File: config.mk
export PLATFORM = sky130hd
export DESIGN_NAME = snake_score_top
export DESIGN_NICKNAME = d
export VERILOG_FILES = /design/src/snake_score_pkg.sv /design/src/score_if.sv /design/src/bcd_if.sv /design/src/score_tracker.sv /design/src/bcd_converter.sv /design/src/digit_scanner.sv /design/src/snake_score_top.sv
export SDC_FILE = /design/constraint.sdc
export NUM_CORES = 1
export LEC_CHECK = 0
export BUFFER_PORTS_ARGS = -buffer_cell sky130_fd_sc_hd__buf_4
export CORE_ASPECT_RATIO = 0.9
export CORE_MARGIN = 1
export CORE_UTILIZATION = 63
export CTS_CLUSTER_SIZE = 40
export DETAILED_ROUTE_END_ITERATION = 7
export GPL_TIMING_DRIVEN = 0
export PLACE_DENSITY = 0.88
export SLEW_MARGIN = 20
export SYNTH_ARGS = -nofsm -noshare
export SYNTH_HDL_FRONTEND = slang
export SYNTH_SLANG_ARGS = --single-unit
File: constraint.sdc
create_clock -name clk -period 6.1 [get_ports clk]
set_input_delay 1.22 -clock clk [delete_from_list [all_inputs] [get_ports clk]]
set_output_delay 1.22 -clock clk [all_outputs]
set_load 0.02 [all_outputs]
File: src/snake_score_pkg.sv
`default_nettype none

package snake_score_pkg;

    // ~~~~~~~~~~~~~~~~~~~~~~~~~~~~~~~~~~~~~~~~~~~~~~~~~~~~~~~~~~~~~~~~~~~~~~~~~~~~
    // value types
    // ~~~~~~~~~~~~~~~~~~~~~~~~~~~~~~~~~~~~~~~~~~~~~~~~~~~~~~~~~~~~~~~~~~~~~~~~~~~~
    typedef logic [7:0] score_t;
    typedef logic [3:0] bcd_digit_t;

    // bit 0 is segment a and bit 6 is segment g, a lit segment is 1.
    typedef logic [6:0] seg_t;

    typedef enum logic {
        PLAYING,
        OVER
    } round_state_t;

    // ~~~~~~~~~~~~~~~~~~~~~~~~~~~~~~~~~~~~~~~~~~~~~~~~~~~~~~~~~~~~~~~~~~~~~~~~~~~~
    // seven-segment shapes for the digits 0 to 9
    // ~~~~~~~~~~~~~~~~~~~~~~~~~~~~~~~~~~~~~~~~~~~~~~~~~~~~~~~~~~~~~~~~~~~~~~~~~~~~
    localparam seg_t SEG_TABLE [10] = '{
        7'h3F, 7'h06, 7'h5B, 7'h4F, 7'h66,
        7'h6D, 7'h7D, 7'h07, 7'h7F, 7'h6F
    };

endpackage

`default_nettype wire

File: src/score_if.sv
`timescale 1ns/100ps
`default_nettype none

interface score_if;

    logic                    valid;
    logic                    ready;
    snake_score_pkg::score_t score;
    // set when the score is the high score shown after a round has ended.
    logic                    from_high;

    modport source (
        output valid,
        output score,
        output from_high,
        input  ready
    );

    modport sink (
        input  valid,
        input  score,
        input  from_high,
        output ready
    );

endinterface

`default_nettype wire

File: src/bcd_if.sv
`timescale 1ns/100ps
`default_nettype none

interface bcd_if;

    logic                        valid;
    snake_score_pkg::bcd_digit_t hundreds;
    snake_score_pkg::bcd_digit_t tens;
    snake_score_pkg::bcd_digit_t ones;

    modport source (
        output valid,
        output hundreds,
        output tens,
        output ones
    );

    modport sink (
        input valid,
        input hundreds,
        input tens,
        input ones
    );

endinterface

`default_nettype wire

File: src/score_tracker.sv
`timescale 1ns/100ps
`default_nettype none

module score_tracker #(
    parameter snake_score_pkg::score_t MAX_SCORE = 8'd140
) (
    input  logic                    clk,
    input  logic                    nRst,
    input  logic                    good_coll,
    input  logic                    bad_coll,
    output snake_score_pkg::score_t current_score,
    output snake_score_pkg::score_t high_score,
    output snake_score_pkg::score_t disp_score,
    output logic                    game_complete,
    score_if.source                 disp
);

    logic good_s;
    logic good_s_d;
    logic bad_s;
    logic good_edge;
    logic at_max;
    logic round_end;
    logic count;
    logic update;

    snake_score_pkg::round_state_t state;
    snake_score_pkg::round_state_t state_next;
    snake_score_pkg::score_t       cur_inc;
    snake_score_pkg::score_t       cur_next;
    snake_score_pkg::score_t       high_next;
    snake_score_pkg::score_t       disp_next;

    logic                    pend_valid;
    logic                    pend_high;
    snake_score_pkg::score_t pend_score;

    // ~~~~~~~~~~~~~~~~~~~~~~~~~~~~~~~~~~~~~~~~~~~~~~~~~~~~~~~~~~~~~~~~~~~~~~~~~~~~
    // input sampling
    // ~~~~~~~~~~~~~~~~~~~~~~~~~~~~~~~~~~~~~~~~~~~~~~~~~~~~~~~~~~~~~~~~~~~~~~~~~~~~
    always_ff @(posedge clk, negedge nRst) begin
        if (!nRst) begin
            good_s   <= 1'b0;
            good_s_d <= 1'b0;
            bad_s    <= 1'b0;
        end else begin
            good_s   <= good_coll;
            good_s_d <= good_s;
            bad_s    <= bad_coll;
        end
    end

    // a held collision only scores on its first sampled cycle.
    assign good_edge = good_s & ~good_s_d;
    assign at_max    = (current_score >= MAX_SCORE);
    assign round_end = bad_s | at_max;
    // once the cap is reached the score stays put until the round is closed.
    assign count     = good_edge & ~at_max;
    assign cur_inc   = current_score + 8'd1;

    // ~~~~~~~~~~~~~~~~~~~~~~~~~~~~~~~~~~~~~~~~~~~~~~~~~~~~~~~~~~~~~~~~~~~~~~~~~~~~
    // score and round state
    // ~~~~~~~~~~~~~~~~~~~~~~~~~~~~~~~~~~~~~~~~~~~~~~~~~~~~~~~~~~~~~~~~~~~~~~~~~~~~
    always_comb begin
        cur_next   = current_score;
        high_next  = high_score;
        state_next = state;
        if (count) begin
            cur_next   = cur_inc;
            state_next = snake_score_pkg::PLAYING;
            if (cur_inc > high_score) begin
                high_next = cur_inc;
            end
        end
        // the point above is already in high_next when both collide at once.
        if (round_end) begin
            cur_next   = '0;
            state_next = snake_score_pkg::OVER;
        end
        disp_next = (state_next == snake_score_pkg::OVER) ? high_next : cur_next;
    end

    always_ff @(posedge clk, negedge nRst) begin
        if (!nRst) begin
            state         <= snake_score_pkg::PLAYING;
            current_score <= '0;
            high_score    <= '0;
            disp_score    <= '0;
            game_complete <= 1'b0;
        end else begin
            state         <= state_next;
            current_score <= cur_next;
            high_score    <= high_next;
            disp_score    <= disp_next;
            game_complete <= round_end;
        end
    end

    // ~~~~~~~~~~~~~~~~~~~~~~~~~~~~~~~~~~~~~~~~~~~~~~~~~~~~~~~~~~~~~~~~~~~~~~~~~~~~
    // handoff to the converter
    // ~~~~~~~~~~~~~~~~~~~~~~~~~~~~~~~~~~~~~~~~~~~~~~~~~~~~~~~~~~~~~~~~~~~~~~~~~~~~
    assign update = (disp_next != disp_score) || (state_next != state);

    always_ff @(posedge clk, negedge nRst) begin
        if (!nRst) begin
            pend_valid <= 1'b0;
        end else if (update) begin
            pend_valid <= 1'b1;
        end else if (disp.ready) begin
            pend_valid <= 1'b0;
        end
    end

    // a newer value simply replaces one the converter has not taken yet.
    always_ff @(posedge clk) begin
        if (update) begin
            pend_score <= disp_next;
            pend_high  <= (state_next == snake_score_pkg::OVER);
        end
    end

    assign disp.valid     = pend_valid;
    assign disp.score     = pend_score;
    assign disp.from_high = pend_high;

endmodule

`default_nettype wire

File: src/bcd_converter.sv
`timescale 1ns/100ps
`default_nettype none

module bcd_converter (
    input logic   clk,
    input logic   nRst,
    score_if.sink in,
    bcd_if.source out
);

    localparam int unsigned DIGITS = 3;
    localparam int unsigned ACC_W  = 4 * DIGITS;
    localparam logic [3:0]  ITERS  = 4'($bits(snake_score_pkg::score_t));

    logic                    busy;
    logic [3:0]              step;
    logic                    done;
    logic                    accept;
    snake_score_pkg::score_t shift;
    logic [ACC_W-1:0]        acc;
    logic [ACC_W-1:0]        acc_adj;

    // digits of 5 or more get 3 added so the next shift carries correctly.
    function automatic logic [ACC_W-1:0] add3(input logic [ACC_W-1:0] v);
        logic [ACC_W-1:0] r;
        r = v;
        for (int i = 0; i < DIGITS; i++) begin
            if (v[4*i +: 4] >= 4'd5) begin
                r[4*i +: 4] = v[4*i +: 4] + 4'd3;
            end
        end
        return r;
    endfunction

    assign in.ready = ~busy & ~done;
    assign accept   = in.valid & in.ready;
    assign acc_adj  = add3(acc);

    // ~~~~~~~~~~~~~~~~~~~~~~~~~~~~~~~~~~~~~~~~~~~~~~~~~~~~~~~~~~~~~~~~~~~~~~~~~~~~
    // iteration control
    // ~~~~~~~~~~~~~~~~~~~~~~~~~~~~~~~~~~~~~~~~~~~~~~~~~~~~~~~~~~~~~~~~~~~~~~~~~~~~
    always_ff @(posedge clk, negedge nRst) begin
        if (!nRst) begin
            busy <= 1'b0;
            step <= '0;
            done <= 1'b0;
        end else begin
            done <= 1'b0;
            if (accept) begin
                busy <= 1'b1;
                step <= '0;
            end else if (busy) begin
                // one extra cycle after the last shift presents the result.
                if (step == ITERS) begin
                    busy <= 1'b0;
                    done <= 1'b1;
                end else begin
                    step <= step + 4'd1;
                end
            end
        end
    end

    // ~~~~~~~~~~~~~~~~~~~~~~~~~~~~~~~~~~~~~~~~~~~~~~~~~~~~~~~~~~~~~~~~~~~~~~~~~~~~
    // shift-and-add-three datapath
    // ~~~~~~~~~~~~~~~~~~~~~~~~~~~~~~~~~~~~~~~~~~~~~~~~~~~~~~~~~~~~~~~~~~~~~~~~~~~~
    always_ff @(posedge clk) begin
        if (accept) begin
            shift <= in.score;
            acc   <= '0;
        end else if (busy && step != ITERS) begin
            acc   <= {acc_adj[ACC_W-2:0], shift[$bits(shift)-1]};
            shift <= shift << 1;
        end
    end

    // acc holds still from the last shift until the next value is taken.
    assign out.valid    = done;
    assign out.hundreds = acc[11:8];
    assign out.tens     = acc[7:4];
    assign out.ones     = acc[3:0];

endmodule

`default_nettype wire

File: src/digit_scanner.sv
`timescale 1ns/100ps
`default_nettype none

module digit_scanner #(
    parameter int unsigned SCAN_DIV = 4
) (
    input  logic                        clk,
    input  logic                        nRst,
    bcd_if.sink                         in,
    output snake_score_pkg::bcd_digit_t bcd_hundreds,
    output snake_score_pkg::bcd_digit_t bcd_tens,
    output snake_score_pkg::bcd_digit_t bcd_ones,
    output snake_score_pkg::seg_t       seg,
    output logic [2:0]                  digit_sel
);

    localparam int unsigned      DIV_W    = (SCAN_DIV > 1) ? $clog2(SCAN_DIV) : 1;
    localparam logic [DIV_W-1:0] DIV_LAST = DIV_W'(SCAN_DIV - 1);

    logic [DIV_W-1:0]            div_cnt;
    logic [2:0]                  sel_next;
    snake_score_pkg::bcd_digit_t hund_next;
    snake_score_pkg::bcd_digit_t tens_next;
    snake_score_pkg::bcd_digit_t ones_next;
    snake_score_pkg::bcd_digit_t shown;

    function automatic snake_score_pkg::seg_t seg_of(input snake_score_pkg::bcd_digit_t d);
        if (d > 4'd9) begin
            return '0;
        end
        return snake_score_pkg::SEG_TABLE[d];
    endfunction

    // ~~~~~~~~~~~~~~~~~~~~~~~~~~~~~~~~~~~~~~~~~~~~~~~~~~~~~~~~~~~~~~~~~~~~~~~~~~~~
    // next digits and next position
    // ~~~~~~~~~~~~~~~~~~~~~~~~~~~~~~~~~~~~~~~~~~~~~~~~~~~~~~~~~~~~~~~~~~~~~~~~~~~~
    assign hund_next = in.valid ? in.hundreds : bcd_hundreds;
    assign tens_next = in.valid ? in.tens : bcd_tens;
    assign ones_next = in.valid ? in.ones : bcd_ones;

    // rotation runs ones, tens, hundreds and back to ones.
    assign sel_next = (div_cnt == DIV_LAST) ? {digit_sel[1:0], digit_sel[2]} : digit_sel;

    // decoding from the next values keeps seg matched to digit_sel every cycle.
    always_comb begin
        case (sel_next)
            3'b001:  shown = ones_next;
            3'b010:  shown = tens_next;
            default: shown = hund_next;
        endcase
    end

    // ~~~~~~~~~~~~~~~~~~~~~~~~~~~~~~~~~~~~~~~~~~~~~~~~~~~~~~~~~~~~~~~~~~~~~~~~~~~~
    // registers
    // ~~~~~~~~~~~~~~~~~~~~~~~~~~~~~~~~~~~~~~~~~~~~~~~~~~~~~~~~~~~~~~~~~~~~~~~~~~~~
    always_ff @(posedge clk, negedge nRst) begin
        if (!nRst) begin
            bcd_hundreds <= '0;
            bcd_tens     <= '0;
            bcd_ones     <= '0;
            div_cnt      <= '0;
            digit_sel    <= 3'b001;
            seg          <= snake_score_pkg::SEG_TABLE[0];
        end else begin
            bcd_hundreds <= hund_next;
            bcd_tens     <= tens_next;
            bcd_ones     <= ones_next;
            div_cnt      <= (div_cnt == DIV_LAST) ? '0 : div_cnt + 1'b1;
            digit_sel    <= sel_next;
            seg          <= seg_of(shown);
        end
    end

endmodule

`default_nettype wire

File: src/snake_score_top.sv
`timescale 1ns/100ps
`default_nettype none

module snake_score_top #(
    parameter snake_score_pkg::score_t MAX_SCORE = 8'd140,
    parameter int unsigned             SCAN_DIV  = 4
) (
    input  logic                        clk,
    input  logic                        nRst,
    input  logic                        good_coll,
    input  logic                        bad_coll,
    output snake_score_pkg::score_t     current_score,
    output snake_score_pkg::score_t     high_score,
    output snake_score_pkg::score_t     disp_score,
    output logic                        game_complete,
    output snake_score_pkg::bcd_digit_t bcd_hundreds,
    output snake_score_pkg::bcd_digit_t bcd_tens,
    output snake_score_pkg::bcd_digit_t bcd_ones,
    output snake_score_pkg::seg_t       seg,
    output logic [2:0]                  digit_sel
);

    score_if score_link ();
    bcd_if   digit_link ();

    score_tracker #(
        .MAX_SCORE (MAX_SCORE)
    ) score_tracker_i (
        .clk           (clk),
        .nRst          (nRst),
        .good_coll     (good_coll),
        .bad_coll      (bad_coll),
        .current_score (current_score),
        .high_score    (high_score),
        .disp_score    (disp_score),
        .game_complete (game_complete),
        .disp          (score_link.source)
    );

    bcd_converter bcd_converter_i (
        .clk  (clk),
        .nRst (nRst),
        .in   (score_link.sink),
        .out  (digit_link.source)
    );

    digit_scanner #(
        .SCAN_DIV (SCAN_DIV)
    ) digit_scanner_i (
        .clk          (clk),
        .nRst         (nRst),
        .in           (digit_link.sink),
        .bcd_hundreds (bcd_hundreds),
        .bcd_tens     (bcd_tens),
        .bcd_ones     (bcd_ones),
        .seg          (seg),
        .digit_sel    (digit_sel)
    );

endmodule

`default_nettype wire

* Yosys cells after proc, flatten, opt, wreduce, memory -nomap -nowiden *
Memory sizes are Yosys's and may differ from the RTL's.
Cells that the tools add are included.

operators by class
  shift operators = 0
  bitwise operators = 10
  order comparisons = 7
  $mul = 0
  add/subtract/negate cells = 6
  equality and inequality tests = 8
  div/mod/pow operators = 0
  mux-type cells = 34
  reduce and logical (&&, ||, !) cells = 6

operators by type and width
  kind                   count
  $mux W8                7
  $mux W4                8
  $mux W7                4
  $ge A4 B3 Y1 const B   3
  $mux W1                11
  $add A4 B2 Y4 const B  2
  $add A8 B1 Y8 const B  1
  $ge A8 B8 Y1 const B   1
  $gt A8 B8 Y1           1
  $ne A8 B8 Y1           1
  $pmux W4 S2            1
  $mux W3                2
  $reduce_bool A2 Y1     3
  $ge A5 B5 Y1 const B   1
  $not A4 Y5             1
  $add A4 B1 Y4 const B  1
  $and A1 B1 Y1          4
  $eq A4 B4 Y1 const B   1
  $gt A4 B4 Y1 const B   1
  $ne A4 B4 Y1 const B   1
  $not A1 Y1             4
  $add A3 B2 Y3 const B  1
  $eq A3 B1 Y1 const B   1
  $eq A3 B2 Y1 const B   1
  other kinds (9)        9

storage, ports and cells
  latch bits = 0
  logic and storage cells = 93
  RAM bits = 0
  register bits = 88
  input port bits = 4
  memory bits (read-only) = 112
  output and inout port bits = 47
  memories kept = 1

memories
  name             depth  width  read ports  clocked after memory_dff  wr ports  line                 RTL
  (no name shown)  16     7      1           0                         0         digit_scanner.sv:31  return snake_score_pkg::SEG_TABLE[d];

* Longest topological paths before layout *
  depth after elaboration = 9
  depth in mapped cells = 15
  depth with buffers taken out = 14

* Cells and area by module *
From an unflattened synthesis, not the netlist that was laid out.

second synthesis, totals
  cell total of the unflattened synthesis = 474
  area, all modules = 4,848.4 µm²

modules (own cells, without submodules)
  module         sequential area each (µm²)  cells each  instances  area each (µm²)
  score_tracker  1,021.0                     233         1          2,249.7
  bcd_converter  630.6                       136         1          1,325.0
  digit_scanner  609.3                       105         1          1,273.7

* Worst setup path after synthesis *
Ideal clock, no wire load.

  kind = register -> register
  start point = register score_tracker_i.current_score[1]
  end point = register score_tracker_i.pend_score[0] (netlist: score_tracker_i.disp.score[0]) (enable)
  setup time = 0.337 ns
  path buffers = 1
  cell stages (with the launch flop) = 16
  slack = 2.597 ns
  arrival = 3.166 ns
  required time = 5.763 ns
  period minus slack after synthesis = 3.503 ns
  path through = dfrtp_1 ha_1 nand3_1 nor2_1 xnor2_1 inv_1 ha_1 nand4_1 o21ai_0 a21oi_1 o21a_1 buf_4 mux2_2 xnor2_1 a41o_1 nand3_1

between the ends
  elaborated cells between the ends (all ways) = 16
  classes of those cells = add/sub (1); order compare (2); eq/ne (2); mux (7); bitwise (3); reduce/logical (1)

RTL lines
  what                                                  line                                      RTL
  from (decl)                                           score_tracker.sv:11                       output snake_score_pkg::score_t current_score,
  from (signal assigned)                                score_tracker.sv:92                       current_score <= cur_next;
  $add A8 B1 Y8 / $ge A8 B8 Y1 (equally long branches)  score_tracker.sv:59, score_tracker.sv:55
  $gt A8 B8 Y1 / $not A1 Y1 (equally long branches)     score_tracker.sv:71, score_tracker.sv:58
  $mux W8 / $and A1 B1 Y1 (equally long branches)       score_tracker.sv:71, score_tracker.sv:58
  $mux W8 (*)                                           score_tracker.sv:68                       if (count) begin
  net score_tracker_i.high_next[7]                      score_tracker.sv:31                       snake_score_pkg::score_t high_next;
  $mux W8 (*)                                           score_tracker.sv:80                       disp_next = (state_next == snake_score_pkg::OVER) ? high_next : cur_next;
  $ne A8 B8 Y1 (*)                                      score_tracker.sv:102                      assign update = (disp_next != disp_score) || (state_next != state);
  $logic_or A1 B1 Y1 (*)                                score_tracker.sv:102
  net score_tracker_i.update                            score_tracker.sv:25                       logic update;
  to (signal assigned)                                  score_tracker.sv:117                      pend_score <= disp_next;
  to (decl)                                             score_tracker.sv:36                       snake_score_pkg::score_t pend_score;

The timed path passes the listed nets; every way through them passes the cells marked *.
A chain may end at the register's enable or synchronous reset.

* Worst setup path in the final report *
  start point = register score_tracker_i.current_score[1]
  end point = register score_tracker_i.pend_score[4] (netlist: score_tracker_i.disp.score[4]) (enable)

between the ends
  cells in the longest elaborated chain, start to end = 8
  elaborated cells between the ends (all ways) = 16
  classes of those cells = add/sub (1); order compare (2); eq/ne (2); mux (7); bitwise (3); reduce/logical (1)

ends and longest elaborated chain
  what                                                   line                  RTL
  branches (longest 5 deep; another with $add A8 B1 Y8)  -
  $mux W8 (*)                                            score_tracker.sv:80
  net score_tracker_i.disp_next[0]                       score_tracker.sv:32   snake_score_pkg::score_t disp_next;
  $ne A8 B8 Y1 (*)                                       score_tracker.sv:102
  $logic_or A1 B1 Y1 (*)                                 score_tracker.sv:102
  net score_tracker_i.update                             score_tracker.sv:25

Mark *: on every way through the listed nets, which the timed path passes.

==> summary.txt <==
Worst hold path
  • Worst hold path class: reg -> reg

Timing
  • Setup-failing EPs final: 0
  • Layout Skew: approximately 8.3 ps
  • Slew HR: 50.1%
  • Hold Vio Cnt, Final: 0
  • Max Slew Vio Count: 0
  • Final period util: between 60% and 70%
  • Tmin final: 4200 ps
  • Setup TNS: 0 ps
  • FMAX: 238 MHz
  • RSZ-0062 raised after global routing: no
  • Worst slew pin tran: 740 ps

Detailed routing
  • DR vias/cell: 5.92
  • ANT nets after route: 0
  • DRC Markers: 0
  • Initial DRC count: a little under 400
  • Vias: 3485
  • WL final: a little under 10 mm
  • Routed wire per std cell: 16.9 µm
  • First drt pass iteration count: 6

Cells and area
  • Area Growth Syn to Fin: 15.2%
  • Nets@finish: approximately 520
  • Final Cell Area: 0.00507 mm²
  • Ant. Diodes: 0
  • Layout cell share with drive strength beyond 1: between 20% and 30%

Floorplanning
  • Chip Height: approximately 81 µm
  • Initial Util: about two thirds
  • Die W: roughly 90 µm
  • Die area: 0.00733 mm²
  • Row cnt: 28
  • I/O pin total: 51
  • Core area: ~0.0067 mm²

Pwr
  • Power density cells: 443 mW/mm²
  • Clk pwr share: 16.7%
  • Logic pwr share: 41.3%
  • P_sw: 891 µW
  • Switch share: 39.7%
  • Total power: around 2200 µW
  • Leak pwr: between 0.002 and 0.0025 µW
  • Sequential power share: about two fifths
  • Cell Int Power: 1350 µW
  • Peak supply drop: ~0.37 mV

Place
  • Port Buffers: 50
  • Final Wtd Congestion: ~0.93
  • DP Area: about 0.0049 mm²
  • Detailed placement HPWL: about 7.2 mm

Clock tree
  • CTS tree: built
  • Total CTS buffers: 9
  • Cts repair resizes: 0
  • Worst skew pair latency: ~360 ps
  • Postcts setup bufs: 0
  • Post-CTS Hold Buffers: 0
  • Clk sinks: between 80 and 90
  • Clk buf depth: 2
  • Worst-path clk slew: about 80 ps
  • H-tree depth: 3
  • Clock Tree Root: clkbuf_8

Logic synthesis
  • Post-synth top flop: dfrtp_1
  • YS warnings: 0
  • Sequential area share after synthesis: about 51%
  • Mapped cell area: around 0.0044 mm²
  • Ys async rst share: between 60% and 70%
  • Post-synth top cells: dfrtp_1 (53), nand2_1 (50), inv_1 (31)
  • Yosys cell types: 52
  • Synth Instances: approximately 430
  • Synth top area cells: dfrtp_1 (30%), edfxtp_1 (11%), ha_1 (6.8%)
  • Post-synth EDFFs: 16
  • Yosys reg bits: 88
  • Avg Cell Area, Syn: 10.2 µm²
  • Top cell type's share of synthesized area: roughly 30%
  • Cell type with the largest total area after synthesis: dfrtp_1
  • Most frequent cell after synthesis: dfrtp_1
  • Synth Net Count: 461

Critical path
  • Slowest CP cell: o21ai_0
  • CP endpoint kind: flop
  • Delay of the slowest cell on the worst path: 630 ps
  • Worst endpoint data arrival time: between 4000 and 5000 ps
  • Crit Path Max Fanout: 8
  • CP Class: reg -> reg
  • Critical Path RT: between 6000 and 7000 ps
  • CP startpoint kind: flop
  • Crit-path cells: ha_1 > nand3_1 > nor2_1 > xnor2_1 > inv_1 > ha_1 > nand2_1 > o21ai_0 > o21ai_0 > a21oi_1 > a211oi_1 > xnor2_1 > nand3_1

Global routing
  • Vias in the first global route: roughly 3400
  • First-pass GRT wire length: 16.1 mm
  • GRT Total Usage: 28.5%
  • Total global routing overflow: 0
  • Largest net degree at the start of global routing: 61
  • Initial antenna violation count: 0

Run
  • Max-cap violations: 0

Status
  • Status: complete, no violations
[state kept, by name, summed over array words and instances (netlist names), 4 cells and up]
register	cells
bcd_converter_i.acc	12
bcd_converter_i.shift	8
bcd_converter_i.step	4
digit_scanner_i.bcd_hundreds	4
digit_scanner_i.bcd_ones	4
digit_scanner_i.bcd_tens	4
digit_scanner_i.seg	7
score_tracker_i.current_score	8
score_tracker_i.disp.score	8
score_tracker_i.disp_score	8
score_tracker_i.high_score	8
[placed cells by master (no fill, tap or decap), types with 3 or more instances in the layout]
master and instances:
o21ai_0 27, a21oi_1 27, o211ai_1 4, or3_1 3
o31ai_1 3, nor3b_1 4, edfxtp_1 16, dfxtp_1 12
mux2_2 18, nor3_1 6, mux2i_1 5, nand3_1 15
nand2b_1 6, clkbuf_8 11, buf_4 51, dfrtp_1 53
nand2_1 50, and2_1 3, a22oi_1 3, xnor2_1 17
ha_1 24, nand4_1 4, inv_1 31, nor2_1 30
a21o_1 3, clkbuf_1 14, o22ai_1 6, xor2_1 11
dfstp_2 7
[final timing paths]
path	to	depth (start not counted)	slack (ps)	from
setup / recovery	score_tracker_i.disp.score[4]	13	1900	score_tracker_i.current_score[1]
hold / removal	score_tracker_i.good_s_d	0	420	score_tracker_i.good_s
setup reg to reg	score_tracker_i.disp.score[4]	13	1900	score_tracker_i.current_score[1]
hold reg to reg	score_tracker_i.good_s_d	0	420	score_tracker_i.good_s
max in group asynchronous	score_tracker_i.current_score[4]	1	4670	nRst
min in group asynchronous	score_tracker_i.high_score[0]	1	920	nRst
[layer usage]
| metal | share of wire [%] | global-route usage (%) | wire [µm] | vias up |
|---|---|---|---|---|
| met1 | 43 | 38.7 | 4290 | 1684 |
| met3 | 8.8 | 6.93 | 870 | 17 |
| met4 | 1.2 | 9.19 | 119 | 0 |
| met2 | 47 | 45.7 | 4660 | 167 |
| li1 | - | - | - | 1617 |
| met5 | 0 | 0 | 0 | - |
[worst max-delay path, delay by kind of cell (launching register included)]
| kind | cells | cell delay [ps] |
|---|---|---|
| simple gates | 4 | 870 |
| xor+xnor | 2 | 390 |
| flops | 1 | 540 |
| fa+ha+maj | 2 | 590 |
| compound gates | 4 | 1340 |
| buf+inv | 1 | 100 |
[layout make-up]
| cell class | count | area [µm²] |
|---|---|---|
| Multi-Input combinational cell | 295 | 1970 |
| Inverter | 33 | 124 |
| Clock buffer | 12 | 155 |
| Fill cell | 442 | 1580 |
| Tap cell | 90 | 113 |
| Sequential cell | 88 | 2230 |
| Clock inverter | 4 | 26.3 |
| Timing Repair Buffer | 50 | 375 |
| Buffer | 17 | 77.6 |
[logic make-up (layout without fill, tap and decap cells)]
| family | Yosys count | in the layout | share of synthesized area, % |
|---|---|---|---|
| adder cells (fa/ha/maj) | 24 | 24 | 6.82 |
| XOR/XNOR | 28 | 28 | 5.57 |
| multiplexers | 23 | 23 | 5.74 |
| AO/OA/AOI/OAI | 89 | 89 | 12.7 |
| buffers and inverters | 50 | 116 | 4.57 |
| AND/OR/NAND/NOR | 131 | 131 | 13.9 |
| flip-flops | 88 | 88 | 50.7 |
[power groups by stage]
stage / combinational (µW) / clock [µW] / sequential [µW]
after floorplan: 544 / 0 / 1010
after global placement: 867 / 0 / 942
after detailed placement: 910 / 0 / 952
after CTS: 921 / 378 / 941
after global routing: 1020 / 403 / 965
final: 929 / 374 / 943
[per-stage QoR]
step	utilization, %	worst slack (ps)	hold WS [ps]	cells
6_report	76.2	1900	415	589
5_1_grt	76.2	1460	443	589
4_1_cts	76.2	1950	423	589
3_5_place_dp	73.5	1990	403	573
3_3_place_gp	73.5	2170	379	573
2_1_floorplan	-	2600	368	433
(Power assumes the default switching activity.)
